$ cat config.mk
export PLATFORM = sky130hd
export DESIGN_NAME = serial_cpu
export DESIGN_NICKNAME = d
export VERILOG_FILES = /design/src/cpu_core_pkg.sv /design/src/cpu_isa_pkg.sv /design/src/serial_cpu.sv /design/src/cpu_writeback.sv /design/src/cpu_execute.sv /design/src/cpu_decode.sv /design/src/cpu_reg_file.sv /design/src/cpu_sequencer.sv
export VERILOG_INCLUDE_DIRS = /design/src
export SDC_FILE = /design/constraint.sdc
export NUM_CORES = 1
export LEC_CHECK = 0
export BUFFER_PORTS_ARGS = -buffer_cell sky130_fd_sc_hd__buf_2
export CORE_MARGIN = 1.5
export CORE_UTILIZATION = 45
export DETAILED_ROUTE_END_ITERATION = 12
export HOLD_SLACK_MARGIN = 0.12
export PLACE_DENSITY_LB_ADDON = 0.3
export RECOVER_POWER = 50
export SLEW_MARGIN = 40
export SYNTH_ARGS = -nofsm -noshare
export SYNTH_HDL_FRONTEND = slang
export SYNTH_SLANG_ARGS = --single-unit
$ cat constraint.sdc
create_clock -name clk -period 8.6 [get_ports clk]
set_input_delay 0.43 -clock clk [delete_from_list [all_inputs] [get_ports clk]]
set_output_delay 0.43 -clock clk [all_outputs]
set_load 0.005 [all_outputs]
$ cat src/cpu_consts.svh
// CPU constants
// word, address and register file sizes, and the bit
// positions of the fields inside an instruction word
`ifndef CPU_CONSTS_SVH
`define CPU_CONSTS_SVH

`define CPU_WORD_W      16
`define CPU_ADDR_W      8
`define CPU_NUM_REGS    8
`define CPU_REG_IDX_W   3
`define CPU_OP_W        5
`define CPU_IMM_W       8
`define CPU_OFF_W       4

// lsb of each field, imm8 and off4 sit at bit 0
`define CPU_OP_LSB      11
`define CPU_R1_LSB      8
`define CPU_R2_LSB      4
`define CPU_R3_LSB      0

`endif
$ cat src/cpu_core_pkg.sv
// CPU core types
// data word, bus address, register index and the
// states of the instruction sequencer
`include "cpu_consts.svh"

package cpu_core_pkg;

    typedef logic [`CPU_WORD_W-1:0]    word_t;
    typedef logic [`CPU_ADDR_W-1:0]    addr_t;
    typedef logic [`CPU_REG_IDX_W-1:0] reg_idx_t;

    // one bit flips on each step IF..WB
    typedef enum logic [2:0]
    {
        IDLE = 3'b000,
        IF   = 3'b001,
        ID   = 3'b011,
        EX   = 3'b010,
        MEM  = 3'b110,
        WB   = 3'b100
    } cpu_state_e;

endpackage

$ cat src/cpu_isa_pkg.sv
// CPU instruction set
// opcode encoding and the types of the instruction word
// and its immediate fields
`include "cpu_consts.svh"

package cpu_isa_pkg;

    typedef logic [`CPU_WORD_W-1:0] instr_t;
    typedef logic [`CPU_IMM_W-1:0]  imm8_t;
    typedef logic [`CPU_OFF_W-1:0]  off4_t;

    // all-zero word decodes as NOP
    typedef enum logic [`CPU_OP_W-1:0]
    {
        NOP   = 5'h00,
        HALT  = 5'h01,
        SET   = 5'h02,
        ADD   = 5'h03,
        ADDI  = 5'h04,
        SUB   = 5'h05,
        SUBI  = 5'h06,
        CMP   = 5'h07,
        AND   = 5'h08,
        OR    = 5'h09,
        XOR   = 5'h0a,
        // memory access, address is r2 + off4
        LOAD  = 5'h0b,
        STORE = 5'h0c,
        // control flow
        JUMP  = 5'h0d,
        BZ    = 5'h0e,
        BNZ   = 5'h0f
    } opcode_e;

endpackage

$ cat src/serial_cpu.sv
// Serial CPU top level
// five-state core with separate instruction and data buses,
// started by start and reporting a HALT through done
`include "cpu_consts.svh"

module serial_cpu
(
    input  logic                clk,
    input  logic                rst_n,
    input  logic                start,
    input  cpu_isa_pkg::instr_t i_datain,
    input  cpu_core_pkg::word_t d_datain,
    output logic                done,
    output cpu_core_pkg::addr_t i_addr,
    output cpu_core_pkg::addr_t d_addr,
    output logic                d_we,
    output cpu_core_pkg::word_t d_dataout
);
    import cpu_isa_pkg::*;
    import cpu_core_pkg::*;

    cpu_state_e state;
    logic       retire_halt;
    logic       zero_flag;
    logic       wr_en;
    reg_idx_t   rd_a_idx;
    reg_idx_t   rd_b_idx;
    reg_idx_t   wr_idx;
    word_t      rd_a_data;
    word_t      rd_b_data;
    word_t      wr_data;
    word_t      opnd_a;
    word_t      opnd_b;
    word_t      store_data;
    word_t      result;
    instr_t     ex_instr;
    instr_t     mem_instr;
    addr_t      pc;

    cpu_sequencer u_sequencer
    (
        .clk         (clk),
        .rst_n       (rst_n),
        .start       (start),
        .retire_halt (retire_halt),
        .state       (state),
        .done        (done)
    );

    cpu_reg_file u_reg_file
    (
        .clk       (clk),
        .rst_n     (rst_n),
        .rd_a_idx  (rd_a_idx),
        .rd_b_idx  (rd_b_idx),
        .wr_en     (wr_en),
        .wr_idx    (wr_idx),
        .wr_data   (wr_data),
        .rd_a_data (rd_a_data),
        .rd_b_data (rd_b_data)
    );

    cpu_decode u_decode
    (
        .clk        (clk),
        .rst_n      (rst_n),
        .state      (state),
        .i_datain   (i_datain),
        .rd_a_data  (rd_a_data),
        .rd_b_data  (rd_b_data),
        .rd_a_idx   (rd_a_idx),
        .rd_b_idx   (rd_b_idx),
        .ex_instr   (ex_instr),
        .opnd_a     (opnd_a),
        .opnd_b     (opnd_b),
        .store_data (store_data)
    );

    cpu_execute u_execute
    (
        .clk        (clk),
        .rst_n      (rst_n),
        .state      (state),
        .ex_instr   (ex_instr),
        .opnd_a     (opnd_a),
        .opnd_b     (opnd_b),
        .store_data (store_data),
        .mem_instr  (mem_instr),
        .result     (result),
        .zero_flag  (zero_flag),
        .d_we       (d_we),
        .d_dataout  (d_dataout)
    );

    cpu_writeback u_writeback
    (
        .clk         (clk),
        .rst_n       (rst_n),
        .state       (state),
        .mem_instr   (mem_instr),
        .result      (result),
        .zero_flag   (zero_flag),
        .d_datain    (d_datain),
        .pc          (pc),
        .wr_en       (wr_en),
        .wr_idx      (wr_idx),
        .wr_data     (wr_data),
        .retire_halt (retire_halt)
    );

    // bus addresses
    assign i_addr = pc;
    assign d_addr = result[`CPU_ADDR_W-1:0];

endmodule

$ cat src/cpu_writeback.sv
// CPU memory and write-back stages
// picks load data or ALU result, resolves branches,
// advances the PC and writes the destination register
`include "cpu_consts.svh"

module cpu_writeback
(
    input  logic                     clk,
    input  logic                     rst_n,
    input  cpu_core_pkg::cpu_state_e state,
    input  cpu_isa_pkg::instr_t      mem_instr,
    input  cpu_core_pkg::word_t      result,
    input  logic                     zero_flag,
    input  cpu_core_pkg::word_t      d_datain,
    output cpu_core_pkg::addr_t      pc,
    output logic                     wr_en,
    output cpu_core_pkg::reg_idx_t   wr_idx,
    output cpu_core_pkg::word_t      wr_data,
    output logic                     retire_halt
);
    import cpu_isa_pkg::*;
    import cpu_core_pkg::*;

    instr_t  wb_instr;
    opcode_e mem_op;
    opcode_e wb_op;
    word_t   wb_data;
    logic    take_branch;

    assign mem_op = opcode_e'(mem_instr[`CPU_OP_LSB +: `CPU_OP_W]);
    assign wb_op  = opcode_e'(wb_instr[`CPU_OP_LSB +: `CPU_OP_W]);

    // flag still holds the last flag-setting result
    assign take_branch = (wb_op == JUMP)
                      || ((wb_op == BZ) && zero_flag)
                      || ((wb_op == BNZ) && !zero_flag);

    always_ff @(posedge clk or negedge rst_n)
    begin
        if (!rst_n)
        begin
            wb_instr <= '0;
            pc       <= '0;
        end
        else if (state == MEM)
            wb_instr <= mem_instr;
        else if (state == WB)
            pc <= take_branch ? wb_data[`CPU_ADDR_W-1:0] : pc + 1'b1;
    end

    always_ff @(posedge clk)
    begin
        if (state == MEM)
            wb_data <= (mem_op == LOAD) ? d_datain : result;
    end

    assign wr_en       = (state == WB)
                      && (wb_op inside {SET, ADD, ADDI, SUB, SUBI, AND, OR, XOR, LOAD});
    assign wr_idx      = wb_instr[`CPU_R1_LSB +: `CPU_REG_IDX_W];
    assign wr_data     = wb_data;
    assign retire_halt = (wb_op == HALT);

endmodule

$ cat src/cpu_execute.sv
// CPU execute stage
// ALU, zero flag, result register and the data bus write
// strobe and write data for STORE
`include "cpu_consts.svh"

module cpu_execute
(
    input  logic                     clk,
    input  logic                     rst_n,
    input  cpu_core_pkg::cpu_state_e state,
    input  cpu_isa_pkg::instr_t      ex_instr,
    input  cpu_core_pkg::word_t      opnd_a,
    input  cpu_core_pkg::word_t      opnd_b,
    input  cpu_core_pkg::word_t      store_data,
    output cpu_isa_pkg::instr_t      mem_instr,
    output cpu_core_pkg::word_t      result,
    output logic                     zero_flag,
    output logic                     d_we,
    output cpu_core_pkg::word_t      d_dataout
);
    import cpu_isa_pkg::*;
    import cpu_core_pkg::*;

    opcode_e ex_op;
    word_t   alu_out;
    logic    sets_flag;

    assign ex_op = opcode_e'(ex_instr[`CPU_OP_LSB +: `CPU_OP_W]);

    // --------------------------------------------------
    // ALU
    // --------------------------------------------------
    always_comb
    begin
        case (ex_op)
            SET:              alu_out = opnd_b;
            AND:              alu_out = opnd_a & opnd_b;
            OR:               alu_out = opnd_a | opnd_b;
            XOR:              alu_out = opnd_a ^ opnd_b;
            SUB, SUBI, CMP:   alu_out = opnd_a - opnd_b;
            // ADD, ADDI, addresses and branch targets
            default:          alu_out = opnd_a + opnd_b;
        endcase
    end

    assign sets_flag = ex_op inside {SET, ADD, ADDI, SUB, SUBI, CMP, AND, OR, XOR};

    // --------------------------------------------------
    // stage registers
    // --------------------------------------------------
    always_ff @(posedge clk or negedge rst_n)
    begin
        if (!rst_n)
        begin
            mem_instr <= '0;
            zero_flag <= 1'b0;
            d_we      <= 1'b0;
        end
        else if (state == EX)
        begin
            mem_instr <= ex_instr;
            if (sets_flag)
                zero_flag <= (alu_out == '0);
            d_we <= (ex_op == STORE);
        end
        else if (state == MEM)
            d_we <= 1'b0;
    end

    always_ff @(posedge clk)
    begin
        if (state == EX)
        begin
            result <= alu_out;
            if (ex_op == STORE)
                d_dataout <= store_data;
        end
    end

endmodule

$ cat src/cpu_decode.sv
// CPU fetch and decode
// holds the fetched instruction, addresses the register file
// by opcode class and latches the A, B and store operands
`include "cpu_consts.svh"

module cpu_decode
(
    input  logic                     clk,
    input  logic                     rst_n,
    input  cpu_core_pkg::cpu_state_e state,
    input  cpu_isa_pkg::instr_t      i_datain,
    input  cpu_core_pkg::word_t      rd_a_data,
    input  cpu_core_pkg::word_t      rd_b_data,
    output cpu_core_pkg::reg_idx_t   rd_a_idx,
    output cpu_core_pkg::reg_idx_t   rd_b_idx,
    output cpu_isa_pkg::instr_t      ex_instr,
    output cpu_core_pkg::word_t      opnd_a,
    output cpu_core_pkg::word_t      opnd_b,
    output cpu_core_pkg::word_t      store_data
);
    import cpu_isa_pkg::*;
    import cpu_core_pkg::*;

    instr_t   id_instr;
    opcode_e  id_op;
    reg_idx_t id_r1;
    reg_idx_t id_r2;
    reg_idx_t id_r3;
    imm8_t    id_imm;
    off4_t    id_off;
    logic     a_is_r1;
    word_t    a_sel;
    word_t    b_sel;

    // --------------------------------------------------
    // field split
    // --------------------------------------------------
    assign id_op  = opcode_e'(id_instr[`CPU_OP_LSB +: `CPU_OP_W]);
    assign id_r1  = id_instr[`CPU_R1_LSB +: `CPU_REG_IDX_W];
    assign id_r2  = id_instr[`CPU_R2_LSB +: `CPU_REG_IDX_W];
    assign id_r3  = id_instr[`CPU_R3_LSB +: `CPU_REG_IDX_W];
    assign id_imm = id_instr[`CPU_IMM_W-1:0];
    assign id_off = id_instr[`CPU_OFF_W-1:0];

    // immediate forms and branches work on r1
    assign a_is_r1  = id_op inside {SET, ADDI, SUBI, BZ, BNZ};
    assign rd_a_idx = a_is_r1 ? id_r1 : id_r2;
    // port b reads the stored register for STORE
    assign rd_b_idx = (id_op == STORE) ? id_r1 : id_r3;

    always_comb
    begin
        a_sel = (id_op == JUMP) ? '0 : rd_a_data;
        if (id_op inside {SET, ADDI, SUBI, JUMP, BZ, BNZ})
            b_sel = word_t'(id_imm);
        else if (id_op inside {LOAD, STORE})
            b_sel = word_t'(id_off);
        else
            b_sel = rd_b_data;
    end

    // --------------------------------------------------
    // instruction registers
    // --------------------------------------------------
    always_ff @(posedge clk or negedge rst_n)
    begin
        if (!rst_n)
        begin
            id_instr <= '0;
            ex_instr <= '0;
        end
        else if (state == IF)
            id_instr <= i_datain;
        else if (state == ID)
            ex_instr <= id_instr;
    end

    // operands, valid from EX on
    always_ff @(posedge clk)
    begin
        if (state == ID)
        begin
            opnd_a <= a_sel;
            opnd_b <= b_sel;
            if (id_op == STORE)
                store_data <= rd_b_data;
        end
    end

endmodule

$ cat src/cpu_reg_file.sv
// CPU register file
// eight general registers, two combinational read ports
// and one clocked write port
`include "cpu_consts.svh"

module cpu_reg_file
(
    input  logic                   clk,
    input  logic                   rst_n,
    input  cpu_core_pkg::reg_idx_t rd_a_idx,
    input  cpu_core_pkg::reg_idx_t rd_b_idx,
    input  logic                   wr_en,
    input  cpu_core_pkg::reg_idx_t wr_idx,
    input  cpu_core_pkg::word_t    wr_data,
    output cpu_core_pkg::word_t    rd_a_data,
    output cpu_core_pkg::word_t    rd_b_data
);
    import cpu_core_pkg::*;

    word_t regs [`CPU_NUM_REGS];

    always_ff @(posedge clk or negedge rst_n)
    begin
        if (!rst_n)
        begin
            for (int i = 0; i < `CPU_NUM_REGS; i++)
                regs[i] <= '0;
        end
        else if (wr_en)
            regs[wr_idx] <= wr_data;
    end

    assign rd_a_data = regs[rd_a_idx];
    assign rd_b_data = regs[rd_b_idx];

endmodule

$ cat src/cpu_sequencer.sv
// CPU sequencer
// walks every instruction through IF, ID, EX, MEM and WB,
// waits in IDLE for start and pulses done after a HALT
module cpu_sequencer
(
    input  logic                     clk,
    input  logic                     rst_n,
    input  logic                     start,
    input  logic                     retire_halt,
    output cpu_core_pkg::cpu_state_e state,
    output logic                     done
);
    import cpu_core_pkg::*;

    cpu_state_e next_state;

    always_comb
    begin
        next_state = state;
        case (state)
            IDLE:    if (start) next_state = IF;
            IF:      next_state = ID;
            ID:      next_state = EX;
            EX:      next_state = MEM;
            MEM:     next_state = WB;
            WB:      next_state = retire_halt ? IDLE : IF;
            default: next_state = IDLE;
        endcase
    end

    always_ff @(posedge clk or negedge rst_n)
    begin
        if (!rst_n)
        begin
            state <= IDLE;
            done  <= 1'b0;
        end
        else
        begin
            state <= next_state;
            // high for the first IDLE cycle only
            done  <= (state == WB) && retire_halt;
        end
    end

endmodule

Yosys cells after proc, flatten, opt, wreduce, memory -nomap -nowiden
Cells that the tools add are included.
{"block": "word_totals", "register_bits": 302, "in_bits": 35, "output_inout_bits": 34}
{"block": "op_classes", "addsub": 3, "order_cmp": 4, "eq_ne": 38, "n_mux": 21, "bitwise_logic": 8, "n_reduce_logical": 23}
{"operator": "$bwmux 128", "n": 1}
{"operator": "$bmux 16 s3", "n": 2}
{"operator": "$mux 16", "n": 6}
{"operator": "$eq 5x4->1 const B", "n": 17}
{"operator": "$pmux 16 s5", "n": 1}
{"operator": "$demux 16 s3", "n": 1}
{"operator": "$eq 5x3->1 const B", "n": 9}
{"operator": "$eq 5x2->1 const B", "n": 5}
{"operator": "$mux 8", "n": 3}
{"operator": "$pmux 3 s6", "n": 1}
{"operator": "$reduce_bool 9->1", "n": 2}
{"operator": "$add 16x16->16", "n": 1}
{"operator": "$and 16x16->16", "n": 1}
{"operator": "$logic_not 16->1", "n": 1}
{"operator": "$or 16x16->16", "n": 1}
{"operator": "$sub 16x16->16", "n": 1}
{"operator": "$xor 16x16->16", "n": 1}
{"operator": "$ge 4x4->1 const B", "n": 3}
{"operator": "$not 3->4", "n": 3}
{"operator": "$reduce_and 2->1", "n": 5}
{"operator": "$mux 3", "n": 3}
{"operator": "$add 8x1->8 const B", "n": 1}
{"operator": "$eq 3x2->1 const B", "n": 2}
{"operator": "$eq 3x3->1 const B", "n": 2}
{"operator": "other kinds (15)", "n": 24}

Depth between registers and ports, before layout
Gate-level depths: netlist (run 1).
{"block": "logic_depth", "depth_word": 8, "mapped_depth": 17}

Cells and area by module
From an unflattened synthesis (run 1), not the netlist that was laid out.
{"block": "hier_totals", "cells_unflattened": 1147, "area_unflattened_um2": 15911.5}
{"module": "cpu_reg_file", "n_inst": 1, "cells_each": 393, "area_per_inst_um2": 7000.5, "seq_area_each_um2": 3203.1}
{"module": "cpu_execute", "n_inst": 1, "cells_each": 410, "area_per_inst_um2": 4087.7, "seq_area_each_um2": 1411.4}
{"module": "cpu_decode", "n_inst": 1, "cells_each": 207, "area_per_inst_um2": 3098.0, "seq_area_each_um2": 2242.2}
{"module": "cpu_writeback", "n_inst": 1, "cells_each": 126, "area_per_inst_um2": 1581.5, "seq_area_each_um2": 880.8}
{"module": "cpu_sequencer", "n_inst": 1, "cells_each": 11, "area_per_inst_um2": 143.9, "seq_area_each_um2": 100.1}

Worst setup path before layout (run 1)
Ideal clock, no wire load.
{"block": "synth_timing", "path_kind": "register -> register", "startpoint": "register u_decode.ex_instr[14]", "endpoint": "register u_execute.zero_flag", "setup_time_ps": 92, "arrival_ps": 4252, "t_required_ps": 8508, "setup_slack_ps": 4256, "path_stages_with_launch": 17, "n_path_buf": 2, "synth_period_minus_slack_ps": 4344, "path_cell_list": "dfrtp_1 buf_6 clkbuf_1 nor2_1 o211ai_1 o21ai_0 xnor2_1 ha_1 or3_1 a311o_1 nand2_1 xor2_1 o221ai_1 or4b_1 or4b_1 or4_1 o31ai_2"}
{"block": "synth_via", "elab_chain_len": 4, "word_cells_on_any_way": 14, "classes_between": "eq/ne (9); mux (1); reduce/logical (4)"}
{"item": "start, declared", "line": "cpu_decode.sv:16", "text": "output cpu_isa_pkg::instr_t ex_instr,"}
{"item": "start signal, assigned", "line": "cpu_decode.sv:75", "text": "ex_instr <= id_instr;"}
{"item": "$eq 5x3->1", "line": "cpu_execute.sv:35", "text": "case (ex_op)"}
{"item": "$reduce_or 3->1", "line": "cpu_execute.sv:35"}
{"item": "$pmux 16 s5 (*)", "line": "cpu_execute.sv:35"}
{"item": "via u_execute.alu_out[8]", "line": "cpu_execute.sv:25", "text": "word_t alu_out;"}
{"item": "$logic_not 16->1 (*)", "line": "cpu_execute.sv:63", "text": "zero_flag <= (alu_out == '0);"}
{"item": "end signal, assigned", "line": "cpu_execute.sv:63"}
{"item": "end, declared", "line": "cpu_execute.sv:17", "text": "output logic zero_flag,"}
Mark *: on every way through the listed nets, which the timed path passes. The rest lies on a longest branch.
A chain may end at the register's enable or synchronous reset.

==> results of run 1 <==
## how the worst min path moves through the flow
| stage | cells after the start | end | slack, ns | start |
|---|---|---|---|---|
| after floorplan | 0 | u_decode.ex_instr[10] | 0.13 | rst_n |
| after global placement | 0 | u_execute.d_dataout[0] | 0.41 | u_decode.store_data[0] |
| after detailed placement | 0 | u_execute.d_dataout[10] | 0.41 | u_decode.store_data[10] |
| after CTS | 2 | u_decode.id_instr[5] | 0.16 | i_datain[5] |
| after global routing | 2 | u_decode.id_instr[6] | 0.17 | i_datain[6] |
| final | 2 | u_writeback.wr_data[2] | 0.18 | d_datain[2] |
## flip-flops by register name, indices dropped and copies added (netlist names), 8 cells and up
name / count
u_writeback.pc: 8
u_execute.d_dataout: 16
u_reg_file.regs: 128
u_writeback.wb_instr: 8
u_execute.mem_instr: 8
u_decode.opnd_a: 16
u_execute.result: 16
u_decode.opnd_b: 16
u_decode.id_instr: 16
u_writeback.wr_data: 16
u_decode.store_data: 16
u_decode.ex_instr: 8
## synth_stat cells (6+ instances only)
library cell	count	area, sq um
sky130_fd_sc_hd__xnor2_1	19	166
sky130_fd_sc_hd__o211ai_1	10	75.1
sky130_fd_sc_hd__buf_4	9	67.6
sky130_fd_sc_hd__mux2i_1	16	160
sky130_fd_sc_hd__o21ai_0	50	250
sky130_fd_sc_hd__edfxtp_1	96	2880
sky130_fd_sc_hd__clkbuf_1	53	199
sky130_fd_sc_hd__a21oi_1	45	225
sky130_fd_sc_hd__nor2_1	36	135
sky130_fd_sc_hd__xor2_1	7	61.3
sky130_fd_sc_hd__dfrtp_1	182	4550
sky130_fd_sc_hd__inv_1	46	173
sky130_fd_sc_hd__mux4_2	32	721
sky130_fd_sc_hd__a31oi_1	6	37.5
sky130_fd_sc_hd__and2_1	9	56.3
sky130_fd_sc_hd__nor3_1	13	65.1
sky130_fd_sc_hd__nor2b_1	9	56.3
sky130_fd_sc_hd__buf_1	7	26.3
sky130_fd_sc_hd__nand3_1	91	455
sky130_fd_sc_hd__nand2_1	222	833
sky130_fd_sc_hd__ha_1	49	613
sky130_fd_sc_hd__mux2_2	184	2070
## per-stage QoR
stage                     power (W)  hold slack [ns]  std cells  util (%)  area [sq um]
after floorplan             0.00435            0.134       1290         -         14700
after global placement      0.00515            0.405       1749      48.0         15500
after detailed placement    0.00521            0.407       1751      48.1         15600
after CTS                   0.00646            0.159       1820      51.4         16600
after global routing        0.00685            0.171       1821      51.2         16600
final                       0.00644            0.179       1821      51.2         16600
## power groups by stage
stage	clock (W)	combinational, W	sequential [W]
detailed placement	0	0.00284	0.00238
floorplan	0	0.00217	0.00218
CTS	0.00125	0.00285	0.00236
global route	0.00130	0.00312	0.00242
finish	0.00123	0.00284	0.00237
global placement	0	0.00279	0.00236
## area by class of cell
class	instances	area [sq um]
clock buffer	43	810
clock inverter	11	109
fill	2882	15800
inverter	46	173
multi-input combinational	893	6860
sequential	278	7440
tap	442	553
timing repair buffer	108	641
## cells by family (layout without fill, tap and decap cells)
group / after synthesis / in the layout / share of synthesized area [%]
AOI/OAI and AO/OA: 163 / 163 / 7.01
xor gates and xnor gates: 26 / 26 / 1.55
buffers and inverters: 119 / 208 / 3.43
adders and majority gates: 50 / 50 / 4.30
muxes: 232 / 232 / 20.1
DFF: 278 / 278 / 50.6
and+or+nand+nor: 422 / 422 / 13.1
## per-layer routing
layer	track usage, %	up-vias	wire, microns
met4	6.00	0	755
li1	-	4800	-
met3	2.85	49	2130
met2	36.8	319	17800
met5	0	-	0
met1	32.3	5162	17300
==> run summary, run 1 <==
prevailing post-synth register cell -> sky130_fd_sc_hd__dfrtp_1
final setup slack of the worst path -> 3.03 ns
instance count of the mapped netlist -> 1290
number of I/O port buffers -> 68
critical path start-end classification -> input pin to asynchronous set/reset pin
most numerous cell on the critical path -> sky130_fd_sc_hd__clkbuf_1
fraction of the yosys area taken by sequential cells -> 50.6%
number of nets produced by synthesis -> 1375
via count of the first global-routing pass -> 10.1k
number of flops mapped to enable cells by yosys -> 96
Final Slew Violations -> 136
reg-to-reg endpoint -> u_execute.zero_flag
CP Launch Point -> rst_n
hold violation total from the final report -> 0
starting density of the core -> 45.4%
post-synthesis cell area -> 14700 sq um
# DRC -> 0
number of clock sinks -> 278
Final setup violation count -> 0
Worst R2R Path Depth -> 13
HPWL reported at the end of detailed placement -> 25.2 mm
average routed wire per standard cell -> 20.9 microns
core outline area -> 32400 sq um
stage delay of the slowest cell on the critical path -> 2.92 ns
die outline area -> 33800 sq um
DRC violation total after the first TritonRoute iteration -> 821
capture point of the critical path -> u_reg_file.regs[33]
layout overhead on the synthesized area -> 12.7%
drt pass-1 iters -> 5
highest-count cells in the layout ignoring fill and taps -> 221 x sky130_fd_sc_hd__nand2_1, 182 x sky130_fd_sc_hd__dfrtp_1, 180 x sky130_fd_sc_hd__mux2_2
total negative slack for setup checks -> 0 ns
CP max-delay cell -> sky130_fd_sc_hd__clkbuf_1
Die X-Extent -> 184 microns
post-CTS setup-driven buffer insertion count -> 0
Achievable Freq -> 180 MHz
via count -> 10.3k
routability cong. -> 0.925
total congestion overflow after global routing -> 0
WP buf/inv -> 3
final cycle utilization of the critical path -> 64.7%
pin count of the biggest net entering global routing -> 107
transition time of the tightest slew-check pin -> 4.03 ns
YS warnings -> 0
setup repair after global routing missed its margin -> no
Antenna Cells -> 0
outcome -> finished, violations left
count of hold-fix buffers inserted at cts -> 15
pre-CTS setup slack -> 3.78 ns
static leakage -> 6.99 nW
Clk network pwr share -> 19.1%
number of standard-cell rows in the floorplan -> 66
die boundary height -> 184 microns
part of the total power dissipated in sequential elements -> 36.8%
endpoint kind of the worst setup timing path -> asynchronous set/reset pin
sw frac -> 40.0%
Top Ports -> 69
crit-path cells -> dlygate4sd3_1 > clkbuf_1 > clkbuf_1
data arrival time at the worst-slack endpoint -> 5.29 ns
worst reg-to-reg setup slack -> 3.78 ns
Resized Gates After CTS -> 0
cell area power density -> 388 nW/um^2
wire length of the first global-routing pass -> 58.9 mm
clock-pin slew on the worst setup and hold paths -> 0.06 ns
via density per instance -> 5.67
proportion of register bits with asynchronous set or reset after synthesis -> 65.5%
Critical R2R Launch -> u_decode.ex_instr[11]
maximum vdd ir drop -> 0.000205 V
Worst EP required -> 8.32 ns
Worst-Skew Late Latency -> 0.56 ns
buffer type at the clock tree root -> sky130_fd_sc_hd__clkbuf_16
combinational cell fraction of total power -> 44.1%
number of different library cells in the post-synthesis netlist -> 69
MaxCap Viol Count -> 3
internal power of the cells -> 0.00386 W
Inserted Clock Buffers -> 29
share of final-layout standard cells stronger than drive strength 1 -> 24.2%
maximum level of the CTS H-tree -> 1
class of the worst hold path -> input pin to flip-flop
stages on the worst setup path -> 3
worst max-slew margin expressed relative to the limit -> -169%
most frequent standard cell in the layout excluding fill and tap cells -> sky130_fd_sc_hd__nand2_1
CP delay by family, top -> buffers and inverters
total wire length after detailed routing -> 38.0 mm
ANT nets after route -> 0
post-route clock skew -> 0.00882 ns
total global routing track utilization -> 22.7%
net switching power -> 0.00258 W
Min Clock Period, post-route -> 5.57 ns
count of nets after finishing -> 1441
clock tree from TritonCTS -> yes
critical-path maximum fanout -> 75
failing checks -> capacitance limit, slew limit
flops & latches, synth -> 278
initial antenna violation count -> 1
synthesized area per cell -> 11.4 sq um
deepest clock path buffer count -> 3
kind of start point of the critical path -> input pin
Power figures use the tool's default switching activity.
==> run 2, diff against run 1 <==
==> constraint.sdc (replaced) <==
create_clock -name clk -period 5.5 [get_ports clk]
set_input_delay 0.275 -clock clk [delete_from_list [all_inputs] [get_ports clk]]
set_output_delay 0.275 -clock clk [all_outputs]
set_load 0.005 [all_outputs]
==> run 2 against run 1 <==
The run still ends with capacitance limit, slew limit left; non-clock buffer count rose by 26; power rose by 58%; final area rose by 1.7%; routed wire length rose by 1.5%; final cell count rose by 1.5%; first-iteration DRC count rose by 10%; sequential power rose by 57%.
==> run summary, run 2 (synthesis gave the netlist of run 1 again) <==
outcome -> finished, violations left
failing checks -> capacitance limit, slew limit
class of the worst hold path -> flip-flop to flip-flop
Final Slew Violations -> 171
via density per instance -> 5.69
DRC violation total after the first TritonRoute iteration -> 906
flip-flop count of the largest register, all copies and words added -> 128
buffer type at the clock tree root -> sky130_fd_sc_hd__clkbuf_16
highest-count cells in the layout ignoring fill and taps -> 220 x sky130_fd_sc_hd__nand2_1, 184 x sky130_fd_sc_hd__mux2_2, 182 x sky130_fd_sc_hd__dfrtp_1
die boundary height -> 184 microns
hold violation total from the final report -> 0
Achievable Freq -> 214 MHz
Worst-Skew Late Latency -> 0.56 ns
kind of start point of the critical path -> flip-flop
pre-CTS setup slack -> 1.13 ns
post-CTS setup-driven buffer insertion count -> 0
die outline area -> 33800 sq um
MaxCap Viol Count -> 4
minimum hold slack -> 0.416 ns
clock tree from TritonCTS -> yes
net switching power -> 0.00408 W
starting density of the core -> 45.4%
critical-path maximum fanout -> 26
largest reg by FF count -> u_reg_file.regs
initial antenna violation count -> 0
Inserted Clock Buffers -> 29
endpoint kind of the worst setup timing path -> flip-flop
number of clock sinks -> 278
filler cell count -> 2845
core outline area -> 32400 sq um
# DRC -> 0
total congestion overflow after global routing -> 0
clock-pin slew on the worst setup and hold paths -> 0.07 ns
internal power of the cells -> 0.00611 W
Top Ports -> 69
critical path start-end classification -> flip-flop to flip-flop
average routed wire per standard cell -> 20.9 microns
Die X-Extent -> 184 microns
maximum level of the CTS H-tree -> 1
most frequent standard cell in the layout excluding fill and tap cells -> sky130_fd_sc_hd__nand2_1
Min Clock Period, post-route -> 4.67 ns
post-route clock skew -> 0.0224 ns
Worst EP required -> 5.98 ns
routability cong. -> 0.920
via count of the first global-routing pass -> 10.3k
worst max-slew margin expressed relative to the limit -> -39.0%
HPWL reported at the end of detailed placement -> 25.9 mm
total wire length after detailed routing -> 38.6 mm
part of the total power dissipated in sequential elements -> 36.5%
deepest clock path buffer count -> 3
data arrival time at the worst-slack endpoint -> 5.15 ns
drt pass-1 iters -> 5
share of final-layout standard cells stronger than drive strength 1 -> 25.3%
pin count of the biggest net entering global routing -> 102
area after detailed placement -> 15600 sq um
Worst R2R Path Depth -> 9
static leakage -> 7.14 nW
setup repair after global routing missed its margin -> no
wire length of the first global-routing pass -> 59.9 mm
final setup slack of the worst path -> 0.826 ns
total negative slack for setup checks -> 0 ns
Final setup violation count -> 0
total global routing track utilization -> 23.1%
final cycle utilization of the critical path -> 85.0%
transition time of the tightest slew-check pin -> 2.09 ns
combinational cell fraction of total power -> 44.4%
layout overhead on the synthesized area -> 14.7%
maximum vdd ir drop -> 0.000273 V
Clk network pwr share -> 19.1%
cell area power density -> 604 nW/um^2
number of I/O port buffers -> 68
worst hold path depth -> 0
final core area utilization -> 52.1%
sw frac -> 40.0%
number of standard-cell rows in the floorplan -> 66
ANT nets after route -> 0
via count -> 10.5k
count of nets after finishing -> 1467
area of all placed cells without fillers -> 16900 sq um
-- run 2: layer usage --
layer / routed length [microns] / GRT usage, % / up-vias
li1: - / - / 4850
met1: 17500 / 32.6 / 5267
met2: 18400 / 38.6 / 320
met3: 1760 / 2.28 / 70
met4: 877 / 5.64 / 0
met5: 0 / 0 / -
-- run 2: area by class of cell --
class | count | area [sq um] | share of cell area (%)
multi-input combinational | 893 | 6870 | 40.7
sequential | 278 | 7440 | 44.1
clock inverter | 18 | 165 | 0.979
tap | 442 | 553 | 3.28
clock buffer | 36 | 772 | 4.58
inverter | 46 | 173 | 1.02
timing repair buffer | 134 | 898 | 5.33
antenna | 1 | 2.50 | 0.0148
-- run 2: repair_timing --
| action | CTS | global route |
|---|---|---|
| hold buffers | 34 | 0 |
| resized for setup | 0 | 0 |
| endpoints found under the hold margin | 132 | 0 |
-- run 2: critical path: stages, from the launching register on --
cell and delay, ns:
sky130_fd_sc_hd__dfrtp_1 0.40, sky130_fd_sc_hd__nor2b_1 0.28, sky130_fd_sc_hd__nor2b_1 0.17, sky130_fd_sc_hd__clkbuf_1 1.12, sky130_fd_sc_hd__o211ai_1 0.44, sky130_fd_sc_hd__or4_1 0.58
sky130_fd_sc_hd__or4b_1 0.52, sky130_fd_sc_hd__or4b_1 0.48, sky130_fd_sc_hd__or4_1 0.43, sky130_fd_sc_hd__o31ai_2 0.18
-- run 2: final timing paths --
path,from,endpoint,slack [ns]
setup / recovery,u_sequencer.state[1],u_execute.zero_flag,0.83
hold / removal,u_decode.store_data[11],u_execute.d_dataout[11],0.42
setup reg to reg,u_sequencer.state[1],u_execute.zero_flag,0.83
hold reg to reg,u_decode.store_data[11],u_execute.d_dataout[11],0.42
max in group asynchronous,rst_n,u_writeback.wb_instr[15],1.29
min in group asynchronous,rst_n,u_execute.zero_flag,0.70
-- run 2: metrics by stage --
step | total power (W) | std cells
floorplan | 0.00680 | 1290
global placement | 0.00809 | 1755
detailed placement | 0.00818 | 1757
CTS | 0.0102 | 1845
global route | 0.0108 | 1847
finish | 0.0102 | 1848
-- run 2: power by group through the flow --
stage / logic, W / clock network [W] / registers [W]
finish: 0.00453 / 0.00195 / 0.00372
global route: 0.00494 / 0.00205 / 0.00381
CTS: 0.00450 / 0.00198 / 0.00370
detailed placement: 0.00445 / 0 / 0.00372
global placement: 0.00439 / 0 / 0.00369
floorplan: 0.00339 / 0 / 0.00341
==> run 3, diff against run 2 <==
==> constraint.sdc (replaced) <==
create_clock -name clk -period 3.8 [get_ports clk]
set_input_delay 0.19 -clock clk [delete_from_list [all_inputs] [get_ports clk]]
set_output_delay 0.19 -clock clk [all_outputs]
set_load 0.005 [all_outputs]
==> run 3 against run 2 <==
Sequential share of layout area down 1.5 points; critical path depth is 5 higher; routed wire length up 1.5%; clock skew fell by 0.014 ns; largest power group unchanged; global-route usage grew 0.23 points; the flow finishes with violations (capacitance limit, slew limit, setup timing); register-to-register slack got worse by 1.0 ns; die area is the same.
==> run summary, run 3 (synthesis gave the netlist of run 1 again) <==
total wire length after detailed routing -> 39.2 mm
most numerous cell on the critical path -> sky130_fd_sc_hd__or4b_1
multi-input gate area in the final layout -> 6910 sq um
static leakage -> 7.50 nW
CP delay by family, top -> simple AND/OR/NAND/NOR gates
Antenna Cells -> 0
via count -> 10.7k
data arrival time at the worst-slack endpoint -> 4.48 ns
CP max-delay cell -> sky130_fd_sc_hd__or4b_1
via count of the first global-routing pass -> 10.4k
Inserted Clock Buffers -> 30
failing checks -> capacitance limit, slew limit, setup timing
die boundary height -> 184 microns
worst reg-to-reg setup slack -> -0.21 ns
stages on the worst setup path -> 14
via density per instance -> 5.62
transition time of the tightest slew-check pin -> 1.81 ns
Die X-Extent -> 184 microns
HPWL reported at the end of detailed placement -> 26.5 mm
# DRC -> 0
final cycle utilization of the critical path -> 106%
Worst-Skew Late Latency -> 0.56 ns
count of nets after finishing -> 1531
endpoint kind of the worst setup timing path -> flip-flop
clock tree from TritonCTS -> yes
post-route clock skew -> 0.00890 ns
area of all placed cells without fillers -> 17500 sq um
number of clock sinks -> 278
DRC violation total after the first TritonRoute iteration -> 860
most frequent standard cell in the layout excluding fill and tap cells -> sky130_fd_sc_hd__nand2_1
Worst EP required -> 4.27 ns
class of the worst hold path -> input pin to flip-flop
critical-path maximum fanout -> 4
Achievable Freq -> 249 MHz
minimum hold slack -> 0.383 ns
outcome -> finished, violations left
stage delay of the slowest cell on the critical path -> 0.55 ns
cell area power density -> 898 nW/um^2
Final setup violation count -> 1
critical path start-end classification -> flip-flop to flip-flop
starting density of the core -> 45.4%
MaxCap Viol Count -> 3
maximum vdd ir drop -> 0.000509 V
final core area utilization -> 54.0%
Pwr Total -> 0.0157 W
filler cell count -> 2782
buffer type at the clock tree root -> sky130_fd_sc_hd__clkbuf_16
core outline area -> 32400 sq um
routability cong. -> 0.918
deepest clock path buffer count -> 3
Min Clock Period, post-route -> 4.01 ns
average routed wire per standard cell -> 20.5 microns
total negative slack for setup checks -> -0.209 ns
total global routing track utilization -> 23.4%
largest reg by FF count -> u_reg_file.regs
setup repair after global routing missed its margin -> yes
share of final-layout standard cells stronger than drive strength 1 -> 28.4%
hold violation total from the final report -> 0
worst max-slew margin expressed relative to the limit -> -20.5%
area taken by flip-flops and latches -> 7440 sq um
number of standard-cell rows in the floorplan -> 66
crit-path cells -> o211a_4 > buf_4 > a21oi_1 > xnor2_1 > ha_1 > or3_1 > a311o_1 > nand2_1 > xor2_1 > o221ai_1 > or4b_1 > or4b_1 > or4_4 > o31ai_2
final setup slack of the worst path -> -0.209 ns
initial antenna violation count -> 0
Top Ports -> 69
total congestion overflow after global routing -> 0
flip-flop count of the largest register, all copies and words added -> 128
area after detailed placement -> 16100 sq um
layout overhead on the synthesized area -> 18.8%
die outline area -> 33800 sq um
capture point of the critical path -> u_execute.zero_flag
pin count of the biggest net entering global routing -> 77
Worst R2R Path Depth -> 14
highest-count cells in the layout ignoring fill and taps -> 222 x sky130_fd_sc_hd__nand2_1, 182 x sky130_fd_sc_hd__dfrtp_1, 179 x sky130_fd_sc_hd__mux2_2
number of I/O port buffers -> 68
Final Slew Violations -> 121
reg-to-reg endpoint -> u_execute.zero_flag
maximum level of the CTS H-tree -> 1
wire length of the first global-routing pass -> 60.3 mm
drt pass-1 iters -> 5
ANT nets after route -> 0
kind of start point of the critical path -> flip-flop
clock-pin slew on the worst setup and hold paths -> 0.06 ns
Critical R2R Launch -> u_decode.ex_instr[11]
CP Launch Point -> u_decode.ex_instr[11]
WP buf/inv -> 1
## run 3: area by class of cell
cell class / instances / share of cell area [%]
Timing Repair Buffer: 197 / 7.87
Tap cell: 442 / 3.16
Sequential cell: 278 / 42.6
Clock buffer: 44 / 5.13
Clock inverter: 12 / 0.766
Inverter: 46 / 0.988
Multi-Input combinational cell: 893 / 39.5
## run 3: report_power, final
group / internal, W / switching [W] / leakage (nW)
combinational: 0.00337 / 0.00399 / 3.69
clock: 0.00183 / 0.00119 / 0.504
sequential: 0.00438 / 0.000916 / 3.31
## run 3: per-layer routing
layer	part of all wire, %	vias to the layer above	global-route usage [%]
met1	45	5320	32.5
met5	0	-	0
met3	4.8	95	2.08
li1	-	4981	-
met2	47	342	38.6
met4	3.2	0	7.87
## run 3: how the worst min path moves through the flow
stage                 start  slack (ns)                    end  cells past startpoint
3_5_place_dp          rst_n        0.25    u_execute.zero_flag                      1
2_1_floorplan         rst_n       -0.11  u_decode.ex_instr[10]                      0
5_1_grt         i_datain[2]        0.40   u_decode.id_instr[2]                      3
3_3_place_gp          rst_n        0.25    u_execute.zero_flag                      1
4_1_cts               rst_n        0.23    u_execute.zero_flag                      2
6_report       i_datain[11]        0.38  u_decode.id_instr[11]                      4
## run 3: through the flow
step	worst slack, ns	instances
6_report	-0.209	1912
3_5_place_dp	-0.253	1820
2_1_floorplan	-0.340	1290
3_3_place_gp	-0.205	1820
5_1_grt	-0.388	1912
4_1_cts	-0.199	1910
## run 3: repair_timing
item,CTS,global route
setup buffers,0,0
hold endpoints to repair,105,14
pin swaps,1,2
setup endpoints to repair,1,1
gates resized for setup,4,6
hold buffers,34,1
## run 3: tightest hold or removal path: cells and delay by family
kind,cells,cell delay [ns]
compound gates,1,0.06
buf+inv,2,0.62
simple gates,1,0.04
